==> src/mask_pkg.sv <==
package mask_pkg;

    // pixel and position types
    typedef logic [15:0] rgb565_t;
    typedef logic [7:0]  channel_t;
    typedef logic [23:0] rgb888_t;
    typedef logic [10:0] hcount_t;
    typedef logic [9:0]  vcount_t;

    // channel codes, 3 and 7 have no name and select zero
    typedef enum logic [2:0] {
        CH_GREEN = 3'd0,
        CH_RED   = 3'd1,
        CH_BLUE  = 3'd2,
        CH_Y     = 3'd4,
        CH_CR    = 3'd5,
        CH_CB    = 3'd6
    } channel_sel_e;

    // background modes
    typedef enum logic [1:0] {
        BG_CAMERA  = 2'd0,
        BG_CHANNEL = 2'd1,
        BG_MASK    = 2'd2,
        BG_LUMA    = 2'd3
    } bg_sel_e;

    // target modes, 2 and 3 act like none
    typedef enum logic [1:0] {
        TGT_NONE = 2'd0,
        TGT_MASK = 2'd1
    } target_sel_e;

    // overlay colour for masked pixels
    localparam rgb888_t TARGET_COLOR = 24'hFF77AA;

    // bt.601 coefficients scaled by 256
    localparam logic signed [8:0] Y_R  = 9'sd66;
    localparam logic signed [8:0] Y_G  = 9'sd129;
    localparam logic signed [8:0] Y_B  = 9'sd25;
    localparam logic signed [8:0] CR_R = 9'sd112;
    localparam logic signed [8:0] CR_G = -9'sd94;
    localparam logic signed [8:0] CR_B = -9'sd18;
    localparam logic signed [8:0] CB_R = -9'sd38;
    localparam logic signed [8:0] CB_G = -9'sd74;
    localparam logic signed [8:0] CB_B = 9'sd112;
    localparam logic signed [8:0] Y_OFFSET = 9'sd16;
    localparam logic signed [8:0] C_OFFSET = 9'sd128;

    // one stored pixel covers 4 by 4 raster pixels
    localparam int SCALE_SHIFT = 2;

endpackage
==> src/color_mask_top.sv <==
`timescale 1ns/1ps

module color_mask_top #(
    parameter int FRAME_WIDTH  = 16,
    parameter int FRAME_HEIGHT = 8,
    parameter int H_ACTIVE     = 72,
    parameter int H_TOTAL      = 88,
    parameter int V_ACTIVE     = 36,
    parameter int V_TOTAL      = 40
) (
    input  logic                   clk_pixel,
    input  logic                   recent_reset,
    input  logic                   cam_valid_i,
    input  mask_pkg::hcount_t      cam_hcount_i,
    input  mask_pkg::vcount_t      cam_vcount_i,
    input  mask_pkg::rgb565_t      cam_pixel_i,
    input  mask_pkg::channel_sel_e channel_sel_i,
    input  mask_pkg::bg_sel_e      bg_sel_i,
    input  mask_pkg::target_sel_e  target_sel_i,
    input  mask_pkg::channel_t     lower_i,
    input  mask_pkg::channel_t     upper_i,
    output mask_pkg::rgb888_t      pixel_o,
    output mask_pkg::hcount_t      hcount_o,
    output mask_pkg::vcount_t      vcount_o,
    output logic                   active_o,
    output logic                   hsync_o,
    output logic                   vsync_o
);

    import mask_pkg::*;

    localparam int ADDR_W = $clog2(FRAME_WIDTH * FRAME_HEIGHT);
    // pixel path latency from raster counters to pixel_o
    localparam int RASTER_DELAY = 8;
    localparam int RASTER_W = $bits(hcount_t) + $bits(vcount_t) + 3;

    hcount_t raster_hcount;
    vcount_t raster_vcount;
    logic    raster_active;
    logic    raster_hsync;
    logic    raster_vsync;

    logic              wr_en;
    logic [ADDR_W-1:0] wr_addr;
    logic [ADDR_W-1:0] rd_addr;
    rgb565_t           wr_data;
    rgb565_t           rd_data;

    channel_t fb_red, fb_green, fb_blue;
    channel_t y, cr, cb;
    channel_t mk_red, mk_green, mk_blue, mk_y, mk_channel;
    logic     mask;

    logic [RASTER_W-1:0] raster_dly [RASTER_DELAY];

    display_timing #(
        .H_ACTIVE(H_ACTIVE),
        .H_TOTAL (H_TOTAL),
        .V_ACTIVE(V_ACTIVE),
        .V_TOTAL (V_TOTAL)
    ) i_display_timing (
        .clk_pixel   (clk_pixel),
        .recent_reset(recent_reset),
        .hcount_o    (raster_hcount),
        .vcount_o    (raster_vcount),
        .active_o    (raster_active),
        .hsync_o     (raster_hsync),
        .vsync_o     (raster_vsync)
    );

    // camera side, downsample into the buffer
    frame_writer #(
        .FRAME_WIDTH (FRAME_WIDTH),
        .FRAME_HEIGHT(FRAME_HEIGHT)
    ) i_frame_writer (
        .clk_pixel   (clk_pixel),
        .recent_reset(recent_reset),
        .cam_valid_i (cam_valid_i),
        .cam_hcount_i(cam_hcount_i),
        .cam_vcount_i(cam_vcount_i),
        .cam_pixel_i (cam_pixel_i),
        .wr_en_o     (wr_en),
        .wr_addr_o   (wr_addr),
        .wr_data_o   (wr_data)
    );

    frame_buffer #(
        .FRAME_WIDTH (FRAME_WIDTH),
        .FRAME_HEIGHT(FRAME_HEIGHT)
    ) i_frame_buffer (
        .clk_pixel(clk_pixel),
        .wr_en_i  (wr_en),
        .wr_addr_i(wr_addr),
        .wr_data_i(wr_data),
        .rd_addr_i(rd_addr),
        .rd_data_o(rd_data)
    );

    // display side, rgb ready at t+3
    frame_reader #(
        .FRAME_WIDTH (FRAME_WIDTH),
        .FRAME_HEIGHT(FRAME_HEIGHT)
    ) i_frame_reader (
        .clk_pixel(clk_pixel),
        .hcount_i (raster_hcount),
        .vcount_i (raster_vcount),
        .rd_data_i(rd_data),
        .rd_addr_o(rd_addr),
        .red_o    (fb_red),
        .green_o  (fb_green),
        .blue_o   (fb_blue)
    );

    // ycrcb ready at t+6
    rgb_to_ycrcb i_rgb_to_ycrcb (
        .clk_pixel(clk_pixel),
        .red_i    (fb_red),
        .green_i  (fb_green),
        .blue_i   (fb_blue),
        .y_o      (y),
        .cr_o     (cr),
        .cb_o     (cb)
    );

    // mask and aligned colours at t+7
    channel_mask i_channel_mask (
        .clk_pixel    (clk_pixel),
        .recent_reset (recent_reset),
        .red_i        (fb_red),
        .green_i      (fb_green),
        .blue_i       (fb_blue),
        .y_i          (y),
        .cr_i         (cr),
        .cb_i         (cb),
        .channel_sel_i(channel_sel_i),
        .lower_i      (lower_i),
        .upper_i      (upper_i),
        .red_o        (mk_red),
        .green_o      (mk_green),
        .blue_o       (mk_blue),
        .y_o          (mk_y),
        .channel_o    (mk_channel),
        .mask_o       (mask)
    );

    // final pixel at t+8
    video_mux i_video_mux (
        .clk_pixel   (clk_pixel),
        .bg_sel_i    (bg_sel_i),
        .target_sel_i(target_sel_i),
        .red_i       (mk_red),
        .green_i     (mk_green),
        .blue_i      (mk_blue),
        .y_i         (mk_y),
        .channel_i   (mk_channel),
        .mask_i      (mask),
        .pixel_o     (pixel_o)
    );

    // raster signals delayed to match pixel_o
    always_ff @(posedge clk_pixel) begin
        if (recent_reset) begin
            for (int i = 0; i < RASTER_DELAY; i++) begin
                raster_dly[i] <= '0;
            end
        end else begin
            raster_dly[0] <= {raster_hcount, raster_vcount,
                              raster_active, raster_hsync, raster_vsync};
            for (int i = 1; i < RASTER_DELAY; i++) begin
                raster_dly[i] <= raster_dly[i-1];
            end
        end
    end

    assign {hcount_o, vcount_o, active_o, hsync_o, vsync_o} = raster_dly[RASTER_DELAY-1];

endmodule

==> src/video_mux.sv <==
`timescale 1ns/1ps

module video_mux (
    input  logic                  clk_pixel,
    input  mask_pkg::bg_sel_e     bg_sel_i,
    input  mask_pkg::target_sel_e target_sel_i,
    input  mask_pkg::channel_t    red_i,
    input  mask_pkg::channel_t    green_i,
    input  mask_pkg::channel_t    blue_i,
    input  mask_pkg::channel_t    y_i,
    input  mask_pkg::channel_t    channel_i,
    input  logic                  mask_i,
    output mask_pkg::rgb888_t     pixel_o
);

    import mask_pkg::*;

    rgb888_t background;

    // background picture
    always_comb begin
        case (bg_sel_i)
            BG_CAMERA:  background = {red_i, green_i, blue_i};
            // grey from the selected channel
            BG_CHANNEL: background = {3{channel_i}};
            BG_MASK:    background = mask_i ? 24'hFFFFFF : 24'h000000;
            BG_LUMA:    background = {3{y_i}};
            default:    background = '0;
        endcase
    end

    // target colour painted over masked pixels
    always_ff @(posedge clk_pixel) begin
        if (target_sel_i == TGT_MASK && mask_i) begin
            pixel_o <= TARGET_COLOR;
        end else begin
            pixel_o <= background;
        end
    end

endmodule

==> src/channel_mask.sv <==
`timescale 1ns/1ps

module channel_mask (
    input  logic                   clk_pixel,
    input  logic                   recent_reset,
    input  mask_pkg::channel_t     red_i,
    input  mask_pkg::channel_t     green_i,
    input  mask_pkg::channel_t     blue_i,
    input  mask_pkg::channel_t     y_i,
    input  mask_pkg::channel_t     cr_i,
    input  mask_pkg::channel_t     cb_i,
    input  mask_pkg::channel_sel_e channel_sel_i,
    input  mask_pkg::channel_t     lower_i,
    input  mask_pkg::channel_t     upper_i,
    output mask_pkg::channel_t     red_o,
    output mask_pkg::channel_t     green_o,
    output mask_pkg::channel_t     blue_o,
    output mask_pkg::channel_t     y_o,
    output mask_pkg::channel_t     channel_o,
    output logic                   mask_o
);

    import mask_pkg::*;

    // rgb arrives 3 cycles ahead of ycrcb, one more to leave with the mask
    localparam int RGB_DELAY = 4;
    localparam int SEL_TAP   = RGB_DELAY - 2;

    rgb888_t  rgb_dly [RGB_DELAY];
    rgb888_t  rgb_sel;
    channel_t selected;

    always_ff @(posedge clk_pixel) begin
        rgb_dly[0] <= {red_i, green_i, blue_i};
        for (int i = 1; i < RGB_DELAY; i++) begin
            rgb_dly[i] <= rgb_dly[i-1];
        end
    end

    // rgb tap that lines up with y, cr and cb
    assign rgb_sel = rgb_dly[SEL_TAP];

    always_comb begin
        case (channel_sel_i)
            CH_GREEN: selected = rgb_sel[15:8];
            CH_RED:   selected = rgb_sel[23:16];
            CH_BLUE:  selected = rgb_sel[7:0];
            CH_Y:     selected = y_i;
            CH_CR:    selected = cr_i;
            CH_CB:    selected = cb_i;
            // invalid codes
            default:  selected = '0;
        endcase
    end

    // inclusive window on the selected channel
    always_ff @(posedge clk_pixel) begin
        if (recent_reset) begin
            mask_o <= 1'b0;
        end else begin
            mask_o <= (selected >= lower_i) && (selected <= upper_i);
        end
    end

    always_ff @(posedge clk_pixel) begin
        channel_o <= selected;
        y_o       <= y_i;
    end

    assign {red_o, green_o, blue_o} = rgb_dly[RGB_DELAY-1];

endmodule

==> src/rgb_to_ycrcb.sv <==
`timescale 1ns/1ps

module rgb_to_ycrcb (
    input  logic               clk_pixel,
    input  mask_pkg::channel_t red_i,
    input  mask_pkg::channel_t green_i,
    input  mask_pkg::channel_t blue_i,
    output mask_pkg::channel_t y_o,
    output mask_pkg::channel_t cr_o,
    output mask_pkg::channel_t cb_o
);

    import mask_pkg::*;

    // products and sums fit in 18 signed bits
    typedef logic signed [17:0] product_t;
    typedef logic signed [9:0]  scaled_t;

    logic signed [8:0] r_s, g_s, b_s;
    product_t y_r, y_g, y_b;
    product_t cr_r, cr_g, cr_b;
    product_t cb_r, cb_g, cb_b;
    product_t y_sum, cr_sum, cb_sum;
    scaled_t  y_q, cr_q, cb_q;
    scaled_t  y_full, cr_full, cb_full;

    // inputs as positive signed values
    assign r_s = $signed({1'b0, red_i});
    assign g_s = $signed({1'b0, green_i});
    assign b_s = $signed({1'b0, blue_i});

    // stage one, nine products
    always_ff @(posedge clk_pixel) begin
        y_r  <= r_s * Y_R;
        y_g  <= g_s * Y_G;
        y_b  <= b_s * Y_B;
        cr_r <= r_s * CR_R;
        cr_g <= g_s * CR_G;
        cr_b <= b_s * CR_B;
        cb_r <= r_s * CB_R;
        cb_g <= g_s * CB_G;
        cb_b <= b_s * CB_B;
    end

    // +128 rounds before the divide by 256
    assign y_sum  = y_r + y_g + y_b + 18'sd128;
    assign cr_sum = cr_r + cr_g + cr_b + 18'sd128;
    assign cb_sum = cb_r + cb_g + cb_b + 18'sd128;

    // stage two, arithmetic shift floors negative chroma
    always_ff @(posedge clk_pixel) begin
        y_q  <= scaled_t'(y_sum >>> 8);
        cr_q <= scaled_t'(cr_sum >>> 8);
        cb_q <= scaled_t'(cb_sum >>> 8);
    end

    assign y_full  = y_q + Y_OFFSET;
    assign cr_full = cr_q + C_OFFSET;
    assign cb_full = cb_q + C_OFFSET;

    // stage three, offsets added and low byte kept
    always_ff @(posedge clk_pixel) begin
        y_o  <= y_full[7:0];
        cr_o <= cr_full[7:0];
        cb_o <= cb_full[7:0];
    end

endmodule

==> src/frame_reader.sv <==
`timescale 1ns/1ps

module frame_reader #(
    parameter int FRAME_WIDTH  = 16,
    parameter int FRAME_HEIGHT = 8,
    localparam int ADDR_W = $clog2(FRAME_WIDTH * FRAME_HEIGHT)
) (
    input  logic               clk_pixel,
    input  mask_pkg::hcount_t  hcount_i,
    input  mask_pkg::vcount_t  vcount_i,
    input  mask_pkg::rgb565_t  rd_data_i,
    output logic [ADDR_W-1:0]  rd_addr_o,
    output mask_pkg::channel_t red_o,
    output mask_pkg::channel_t green_o,
    output mask_pkg::channel_t blue_o
);

    import mask_pkg::*;

    // raster area covered by the scaled frame
    localparam int REGION_W = FRAME_WIDTH << SCALE_SHIFT;
    localparam int REGION_H = FRAME_HEIGHT << SCALE_SHIFT;

    hcount_t col_scaled;
    vcount_t row_scaled;
    logic    in_region_q1;
    logic    in_region_q2;

    assign col_scaled = hcount_i >> SCALE_SHIFT;
    assign row_scaled = vcount_i >> SCALE_SHIFT;

    // address and region flag at t+1
    // column mirrored so the picture reads like a mirror
    always_ff @(posedge clk_pixel) begin
        rd_addr_o <= ADDR_W'(FRAME_WIDTH - 1 - int'(col_scaled)
                             + FRAME_WIDTH * int'(row_scaled));
        in_region_q1 <= (int'(hcount_i) < REGION_W) && (int'(vcount_i) < REGION_H);
    end

    // flag waits one cycle for the ram data
    always_ff @(posedge clk_pixel) begin
        in_region_q2 <= in_region_q1;
    end

    // 565 to 888 by zero padding, black outside the frame
    always_ff @(posedge clk_pixel) begin
        red_o   <= in_region_q2 ? {rd_data_i[15:11], 3'b000} : '0;
        green_o <= in_region_q2 ? {rd_data_i[10:5], 2'b00} : '0;
        blue_o  <= in_region_q2 ? {rd_data_i[4:0], 3'b000} : '0;
    end

endmodule

==> src/frame_buffer.sv <==
`timescale 1ns/1ps

module frame_buffer #(
    parameter int FRAME_WIDTH  = 16,
    parameter int FRAME_HEIGHT = 8,
    localparam int DEPTH  = FRAME_WIDTH * FRAME_HEIGHT,
    localparam int ADDR_W = $clog2(DEPTH)
) (
    input  logic              clk_pixel,
    input  logic              wr_en_i,
    input  logic [ADDR_W-1:0] wr_addr_i,
    input  mask_pkg::rgb565_t wr_data_i,
    input  logic [ADDR_W-1:0] rd_addr_i,
    output mask_pkg::rgb565_t rd_data_o
);

    import mask_pkg::*;

    // one word per stored pixel
    rgb565_t mem [DEPTH];

    // write port
    always_ff @(posedge clk_pixel) begin
        if (wr_en_i) begin
            mem[wr_addr_i] <= wr_data_i;
        end
    end

    // registered read, one cycle of latency
    always_ff @(posedge clk_pixel) begin
        rd_data_o <= mem[rd_addr_i];
    end

endmodule

==> src/frame_writer.sv <==
`timescale 1ns/1ps

module frame_writer #(
    parameter int FRAME_WIDTH  = 16,
    parameter int FRAME_HEIGHT = 8,
    localparam int ADDR_W = $clog2(FRAME_WIDTH * FRAME_HEIGHT)
) (
    input  logic              clk_pixel,
    input  logic              recent_reset,
    input  logic              cam_valid_i,
    input  mask_pkg::hcount_t cam_hcount_i,
    input  mask_pkg::vcount_t cam_vcount_i,
    input  mask_pkg::rgb565_t cam_pixel_i,
    output logic              wr_en_o,
    output logic [ADDR_W-1:0] wr_addr_o,
    output mask_pkg::rgb565_t wr_data_o
);

    import mask_pkg::*;

    logic keep;

    // every fourth column of every fourth line
    assign keep = cam_valid_i
                  && (cam_hcount_i[SCALE_SHIFT-1:0] == '0)
                  && (cam_vcount_i[SCALE_SHIFT-1:0] == '0);

    always_ff @(posedge clk_pixel) begin
        if (recent_reset) begin
            wr_en_o   <= 1'b0;
            wr_addr_o <= '0;
        end else begin
            wr_en_o <= keep;
            if (keep) begin
                // top left corner restarts the row-major fill
                if (cam_hcount_i == '0 && cam_vcount_i == '0) begin
                    wr_addr_o <= '0;
                end else begin
                    wr_addr_o <= wr_addr_o + 1'b1;
                end
            end
        end
    end

    // pixel data rides along with the strobe
    always_ff @(posedge clk_pixel) begin
        if (keep) begin
            wr_data_o <= cam_pixel_i;
        end
    end

endmodule

==> src/display_timing.sv <==
`timescale 1ns/1ps

module display_timing #(
    parameter int H_ACTIVE = 72,
    parameter int H_TOTAL  = 88,
    parameter int V_ACTIVE = 36,
    parameter int V_TOTAL  = 40
) (
    input  logic              clk_pixel,
    input  logic              recent_reset,
    output mask_pkg::hcount_t hcount_o,
    output mask_pkg::vcount_t vcount_o,
    output logic              active_o,
    output logic              hsync_o,
    output logic              vsync_o
);

    import mask_pkg::*;

    // sync pulses sit right after the visible area
    localparam int H_SYNC = 8;
    localparam int V_SYNC = 2;
    localparam hcount_t H_LAST = hcount_t'(H_TOTAL - 1);
    localparam vcount_t V_LAST = vcount_t'(V_TOTAL - 1);

    hcount_t h_next;
    vcount_t v_next;

    // next raster position, wrapping at both ends
    always_comb begin
        h_next = (hcount_o == H_LAST) ? '0 : hcount_o + 1'b1;
        v_next = vcount_o;
        if (hcount_o == H_LAST) begin
            v_next = (vcount_o == V_LAST) ? '0 : vcount_o + 1'b1;
        end
    end

    // flags come from the next position so they line up with the counters
    always_ff @(posedge clk_pixel) begin
        if (recent_reset) begin
            hcount_o <= '0;
            vcount_o <= '0;
            active_o <= 1'b0;
            hsync_o  <= 1'b0;
            vsync_o  <= 1'b0;
        end else begin
            hcount_o <= h_next;
            vcount_o <= v_next;
            active_o <= (int'(h_next) < H_ACTIVE) && (int'(v_next) < V_ACTIVE);
            hsync_o  <= (int'(h_next) >= H_ACTIVE) && (int'(h_next) < H_ACTIVE + H_SYNC);
            vsync_o  <= (int'(v_next) >= V_ACTIVE) && (int'(v_next) < V_ACTIVE + V_SYNC);
        end
    end

endmodule

==> config.mk <==
export PLATFORM = sky130hd
export DESIGN_NAME = color_mask_top
export DESIGN_NICKNAME = d
export VERILOG_FILES = /design/src/mask_pkg.sv /design/src/color_mask_top.sv /design/src/video_mux.sv /design/src/channel_mask.sv /design/src/rgb_to_ycrcb.sv /design/src/frame_reader.sv /design/src/frame_buffer.sv /design/src/frame_writer.sv /design/src/display_timing.sv
export SDC_FILE = /design/constraint.sdc
export NUM_CORES = 2
export LEC_CHECK = 0
export BUFFER_PORTS_ARGS = -buffer_cell sky130_fd_sc_hd__buf_4
export CORE_MARGIN = 2
export CORE_UTILIZATION = 53
export DETAILED_ROUTE_END_ITERATION = 7
export HOLD_SLACK_MARGIN = 0.12
export PLACE_DENSITY = 0.79
export SYNTH_ARGS = -nofsm -noshare
export SYNTH_HDL_FRONTEND = slang
export SYNTH_SLANG_ARGS = --single-unit
==> constraint.sdc <==
create_clock -name clk_pixel -period 9.6 [get_ports clk_pixel]
set_clock_uncertainty 0.2 [all_clocks]
set_input_delay 2.4 -clock clk_pixel [delete_from_list [all_inputs] [get_ports clk_pixel]]
set_output_delay 2.4 -clock clk_pixel [all_outputs]
set_load 0.1 [all_outputs]
# == Word-level counts from Yosys, hierarchy flattened ==
# Memory sizes are Yosys's and may differ from the RTL's. A register that Yosys moved wholly into a read port is not among the register bits.
# Cells that the tools add are included.
# totals
ff_bits,294
latchBits,0
ram_bits,2336
mem_bits_ro,0
inputBits,63
output_inout_bits,48
word_cells,129
n_memories,3
# memory_table
memory,words,word_bits,read_ports,rd_ports_with_merged_regs,wr,line,source
i_frame_buffer.mem,128,16,1,1,1,frame_buffer.sv:20,rgb565_t mem [DEPTH];
raster_dly,8,24,8,0,8,color_mask_top.sv:54,logic [RASTER_W-1:0] raster_dly [RASTER_DELAY];
i_channel_mask.rgb_dly,4,24,4,0,4,channel_mask.sv:29,rgb888_t rgb_dly [RGB_DELAY];
# op_classes
addsub,17
multipliers,9
div,0
magnitude_cmp,10
eq_ne,11
shift,0
n_mux,20
bitwise_logic,8
n_reduce_logical,15
# op_table
operator,count
2-to-1 mux 24 bit,9
case mux 24 bit (4 select lines),1
adder 16 bit,4
adder 16 x 9 -> 16 bit (second input constant),3
case mux 8 bit (6 select lines),1
less-than comparator 11 x 7 -> 1 bit (second input constant),3
less-than comparator 10 x 6 -> 1 bit (second input constant),3
multiplier 9 x 7 -> 15 bit (second input constant),2
multiplier 8 x 3 -> 11 bit (second input constant),2
2-to-1 mux 10 bit,2
adder 16 x 14 -> 16 bit,1
adder 16 x 15 -> 16 bit,1
adder 8 bit (second input constant),2
multiplier 8 x 8 -> 16 bit (second input constant),1
multiplier 9 x 6 -> 15 bit (second input constant),1
multiplier 8 x 6 -> 14 bit (second input constant),1
multiplier 9 x 5 -> 14 bit (second input constant),1
multiplier 8 x 5 -> 13 bit (second input constant),1
adder 11 x 1 -> 11 bit (second input constant),1
== test 11 x 7 -> 1 bit (second input constant),1
>= comparator 11 x 7 -> 1 bit (second input constant),1
logical NOT 11 bit,1
2-to-1 mux 11 bit,1
adder 10 x 1 -> 10 bit (second input constant),1
20 further kinds,45

# == Logic depth before layout (Yosys ltp) ==
# logic_depth
depth_word,5
mapped_depth,16

# == Hierarchy ==
# Synthesis repeated with hierarchy kept, for this count alone.
# unflattened
cells_unflattened,5122
hier_area_um2,101955.3
# by_module_without_submodules
module,n_inst,cells_per_inst,area_per_inst_um2
frame_buffer,1,3086,78522.8
rgb_to_ycrcb,1,1021,11349.6
color_mask_top,1,405,5148.7
channel_mask,1,229,3071.7
display_timing,1,148,1249.9
video_mux,1,106,940.9
frame_writer,1,59,878.3
frame_reader,1,68,793.3

# == Worst setup path after synthesis ==
# OpenSTA, ideal clock, no wires.
# synth_path
kind,input port to flip-flop
from,input port channel_sel_i[1]
to,register i_channel_mask.mask_o
setup_ps,134
t_arrival_ps,4772
required_time_ps,9266
slack_ps,4494
cell_stages,13
path_cell_list,clkbuf_1 buf_1 mux2i_1 nor2_1 a21oi_1 nor2_1 ha_1 a21o_1 a21o_1 a21o_1 a21o_1 a2111oi_0 nor4b_1
# synth_via
elab_chain_cells,4
elab_cells_between_ends,10
cone_classes,order compare (2); eq/ne (5); mux (1); reduce/logical (2)
# synth_lines
item,line,source
from (decl),color_mask_top.sv:17,"input mask_pkg::channel_sel_e channel_sel_i,"
== test 3 bit (tied with other cells),channel_mask.sv:44,case (channel_sel_i)
case mux 8 bit (6 select lines) *,channel_mask.sv:44,
named net i_channel_mask.selected[1],channel_mask.sv:31,channel_t selected;
>= comparator 8 bit / less-or-equal comparator 8 bit (equally long branches),channel_mask.sv:61,mask_o <= (selected >= lower_i) && (selected <= upper_i);
logical AND 1 bit *,channel_mask.sv:61,
to (signal assigned),channel_mask.sv:61,
to (decl),channel_mask.sv:20,output logic mask_o
# Mark *: on every way through the listed nets, which the timed path passes. The rest lies on a longest branch.
# A chain may end at the register's enable or synchronous reset.

==> run summary <==
status - finished, final reports clean
max_slew headroom - 14.3%
global route hottest layer - met2
full die area - 0.188 mm²
Synth area leaders - edfxtp_1 (64%), dfxtp_1 (9.8%), mux4_2 (7.8%)
Startpoint Class - flip-flop
Reg clk slew, reported paths - 0.06 ns
Final ANT Viol Nets - 0
Cell Area, Placed - 0.102 mm²
Pleak - 40.1 nW
count of final max-slew check failures - 0
post-synth cell types - 64
Seq cells post-synth - 2540
Setup-failing EPs final - 0
critical path start-end classification - reg2reg
Post-Synthesis Net Count - 5779
Residual DRC - 0
Fin Hold WS - 0.120 ns
largest net degree at the start of global routing - 130
Iter 0 DRT Violations - 6249
Syn Inst Count - 5447
io pins - 111
cts bufs inserted - 233
Max Clk Rate - 195 MHz
share of post-route cells with drive strength above 1 - 17.5%
wire per inst - 26.6 µm
Post-Layout Inst Area - 0.110 mm²
drt total wl - 222 mm
area growth from synthesis to layout - 12.2%
Vias - 50400
CTS sink cnt - 2540
Async SR Flop Fraction - 0%
CP Capture Type - flip-flop
dominant synthesized flop cell - edfxtp_1
CTS tree - done
Yosys warning count - 0
final period demand of the worst path - 5.13 ns
Vert. Die Dim - 433 µm
GR Util met1 - 31.2%
Tcrit/Tclk final - 53.4%
clk buf depth - 3
power per cell area - 212 mW/mm²
die width - 433 µm
# port buffers - 110
H-tree depth - 4
reg2reg path depth - 8
CTS hold repair buffers - 0
total grt overflow - 0
initial antenna violation count - 6
initial core utilization - 53.3%
DR vias/cell - 6.04
commonest non-fill, non-tap cell in the layout - edfxtp_1
setup bufs post-CTS - 0
mapped cell area - 0.0976 mm²
1st-pass router iterations - 6
Yosys top cell area share - 63.5%
nets - 6014
critical path data required time - 10.12 ns
worst skew pair latency - 0.89 ns
min-delay worst type - reg2reg
EDFF count, synth - 2064
most frequent cells in the layout - edfxtp_1 (2064), dfxtp_1 (473), mux2i_1 (409)
Max FO, Critical Path - 99
Rows - 157
setup TNS - 0 ns
All-Layer GR Usage - 23.6%
post-synthesis sequential area ratio - 73.3%
post-cts repair resize count - 0
hold path cells - 0
HPWL Detailed - 127 mm
worst endpoint data arrival time - 5.64 ns
max-cap violation count - 0
vias in the first global route - 50100
Peak VDD IR - 0.222 mV
Root Driver - clkbuf_16
GR Layer Usage met3 - 4.87%
met2 capacity usage during global routing - 38.3%
worst slew pin tran - 1.29 ns
syn_area_per_cell - 17.9 µm²
final hold vios - 0
unrepaired setup endpoints after global routing - no
Yosys top cell by area - edfxtp_1
Core Area - 0.183 mm²
first-pass GRT wire length - 326 mm
GP Congestion - 0.864
final timing paths:
path / startpoint / to / slack, ns
worst max-delay path: i_frame_reader.rd_addr_o[0] / i_frame_buffer.rd_data_o[7] / 4.47
worst min-delay path: i_channel_mask.rgb_dly[1][22] / i_channel_mask.rgb_dly[2][22] / 0.12
worst max register to register: i_frame_reader.rd_addr_o[0] / i_frame_buffer.rd_data_o[7] / 4.47
worst min register to register: i_channel_mask.rgb_dly[1][22] / i_channel_mask.rgb_dly[2][22] / 0.12
worst max-delay path, stage by stage, from the launching register on:
cell,delay [ns]
dfxtp_4,0.76
buf_12,0.48
buf_12,0.66
mux4_2,0.63
a22o_1,0.26
a221oi_1,0.54
a31oi_1,0.17
nor3_1,0.87
nand3_1,0.16
cell families (layout without fill, tap and decap cells):
| group | Yosys count | after routing | share of synthesized area, % |
|---|---|---|---|
| adder cells (fa/ha/maj) | 269 | 269 | 3.91 |
| flip-flops | 2540 | 2540 | 73.3 |
| AO/OA/AOI/OAI | 492 | 492 | 3.64 |
| AND/OR/NAND/NOR | 861 | 861 | 4.49 |
| XOR/XNOR | 90 | 90 | 0.808 |
| buffers and inverters | 448 | 883 | 1.90 |
| other | 0 | 4 | 0 |
| multiplexers | 747 | 747 | 12.0 |
cells in the mapped netlist, types with 4 or more instances:
master	count
xor2_1	28
nor3_1	38
nand2b_1	28
and3_1	12
mux4_2	338
buf_2	56
nor2b_1	209
dfxtp_1	476
ha_1	209
or2_2	5
nand4_1	26
a21oi_1	74
a211oi_1	38
inv_1	161
buf_1	37
nand2_1	130
nand3b_1	4
and2_1	37
nor2_1	215
xnor2_1	62
a22o_1	34
a22oi_1	165
nor4_1	10
o22ai_1	4
o21ai_0	31
nand3_1	124
a221oi_1	66
a21o_1	30
edfxtp_1	2064
clkbuf_1	167
mux2i_1	409
fa_1	60
a31oi_1	22
buf_4	25
o21bai_1	6
o21a_1	4
or3_1	6
state kept, by name, indices dropped and copies added, names as in the netlist, 8 cells and up:
| signal | flops |
|---|---|
| i_rgb_to_ycrcb.cb_r | 10 |
| i_rgb_to_ycrcb.y_b | 10 |
| i_rgb_to_ycrcb.cr_o | 8 |
| i_rgb_to_ycrcb.cr_b | 10 |
| i_frame_writer.wr_data_o | 16 |
| i_video_mux.pixel_o | 21 |
| i_frame_buffer.mem | 2048 |
| i_rgb_to_ycrcb.cr_g | 9 |
| i_display_timing.hcount_o | 11 |
| i_rgb_to_ycrcb.cb_o | 8 |
| i_rgb_to_ycrcb.cr_q | 8 |
| i_rgb_to_ycrcb.y_o | 8 |
| i_frame_buffer.rd_data_o | 16 |
| i_display_timing.vcount_o | 10 |
| i_rgb_to_ycrcb.y_q | 8 |
| i_rgb_to_ycrcb.cb_q | 8 |
| i_channel_mask.y_o | 8 |
| i_channel_mask.channel_o | 8 |
| raster_dly | 192 |
| i_channel_mask.rgb_dly | 50 |
| i_rgb_to_ycrcb.cb_g | 12 |
cell type report:
type,count,area (µm²)
Fill cell,12700,73600
Sequential cell,2540,71500
Multi-Input combinational cell,2459,24400
Clock buffer,305,6310
Tap cell,2464,3080
Timing Repair Buffer,286,2240
Clock inverter,130,1360
Inverter,162,608
Antenna cell,4,10.0
metal layers:
layer | wire length (µm) | vias to the layer above
met5 | 9 | -
met4 | 9810 | 2
met3 | 23000 | 497
met2 | 108000 | 2835
met1 | 81500 | 25500
li1 | - | 21600
stage by stage:
step	setup WS [ns]	cells	util (%)	power [mW]
CTS	4.64	8346	59.8	23.4
finish	4.47	8350	59.8	23.3
detailed placement	4.34	7911	55.6	14.3
global placement	4.18	7911	55.6	14.3
floorplan	4.49	5447	-	13.8
global route	4.30	8347	59.8	24.0
report_power, final:
| group | internal (mW) | total [mW] | switching [mW] | leakage [nW] |
|---|---|---|---|---|
| clock | 5.16 | 9.18 | 4.02 | 3.72 |
| combinational | 0.800 | 1.88 | 1.08 | 13.9 |
| sequential | 12.1 | 12.2 | 0.135 | 22.5 |
| total | 18.0 | 23.3 | 5.24 | 40.1 |
No activity file was read; power rests on OpenSTA's default activity.
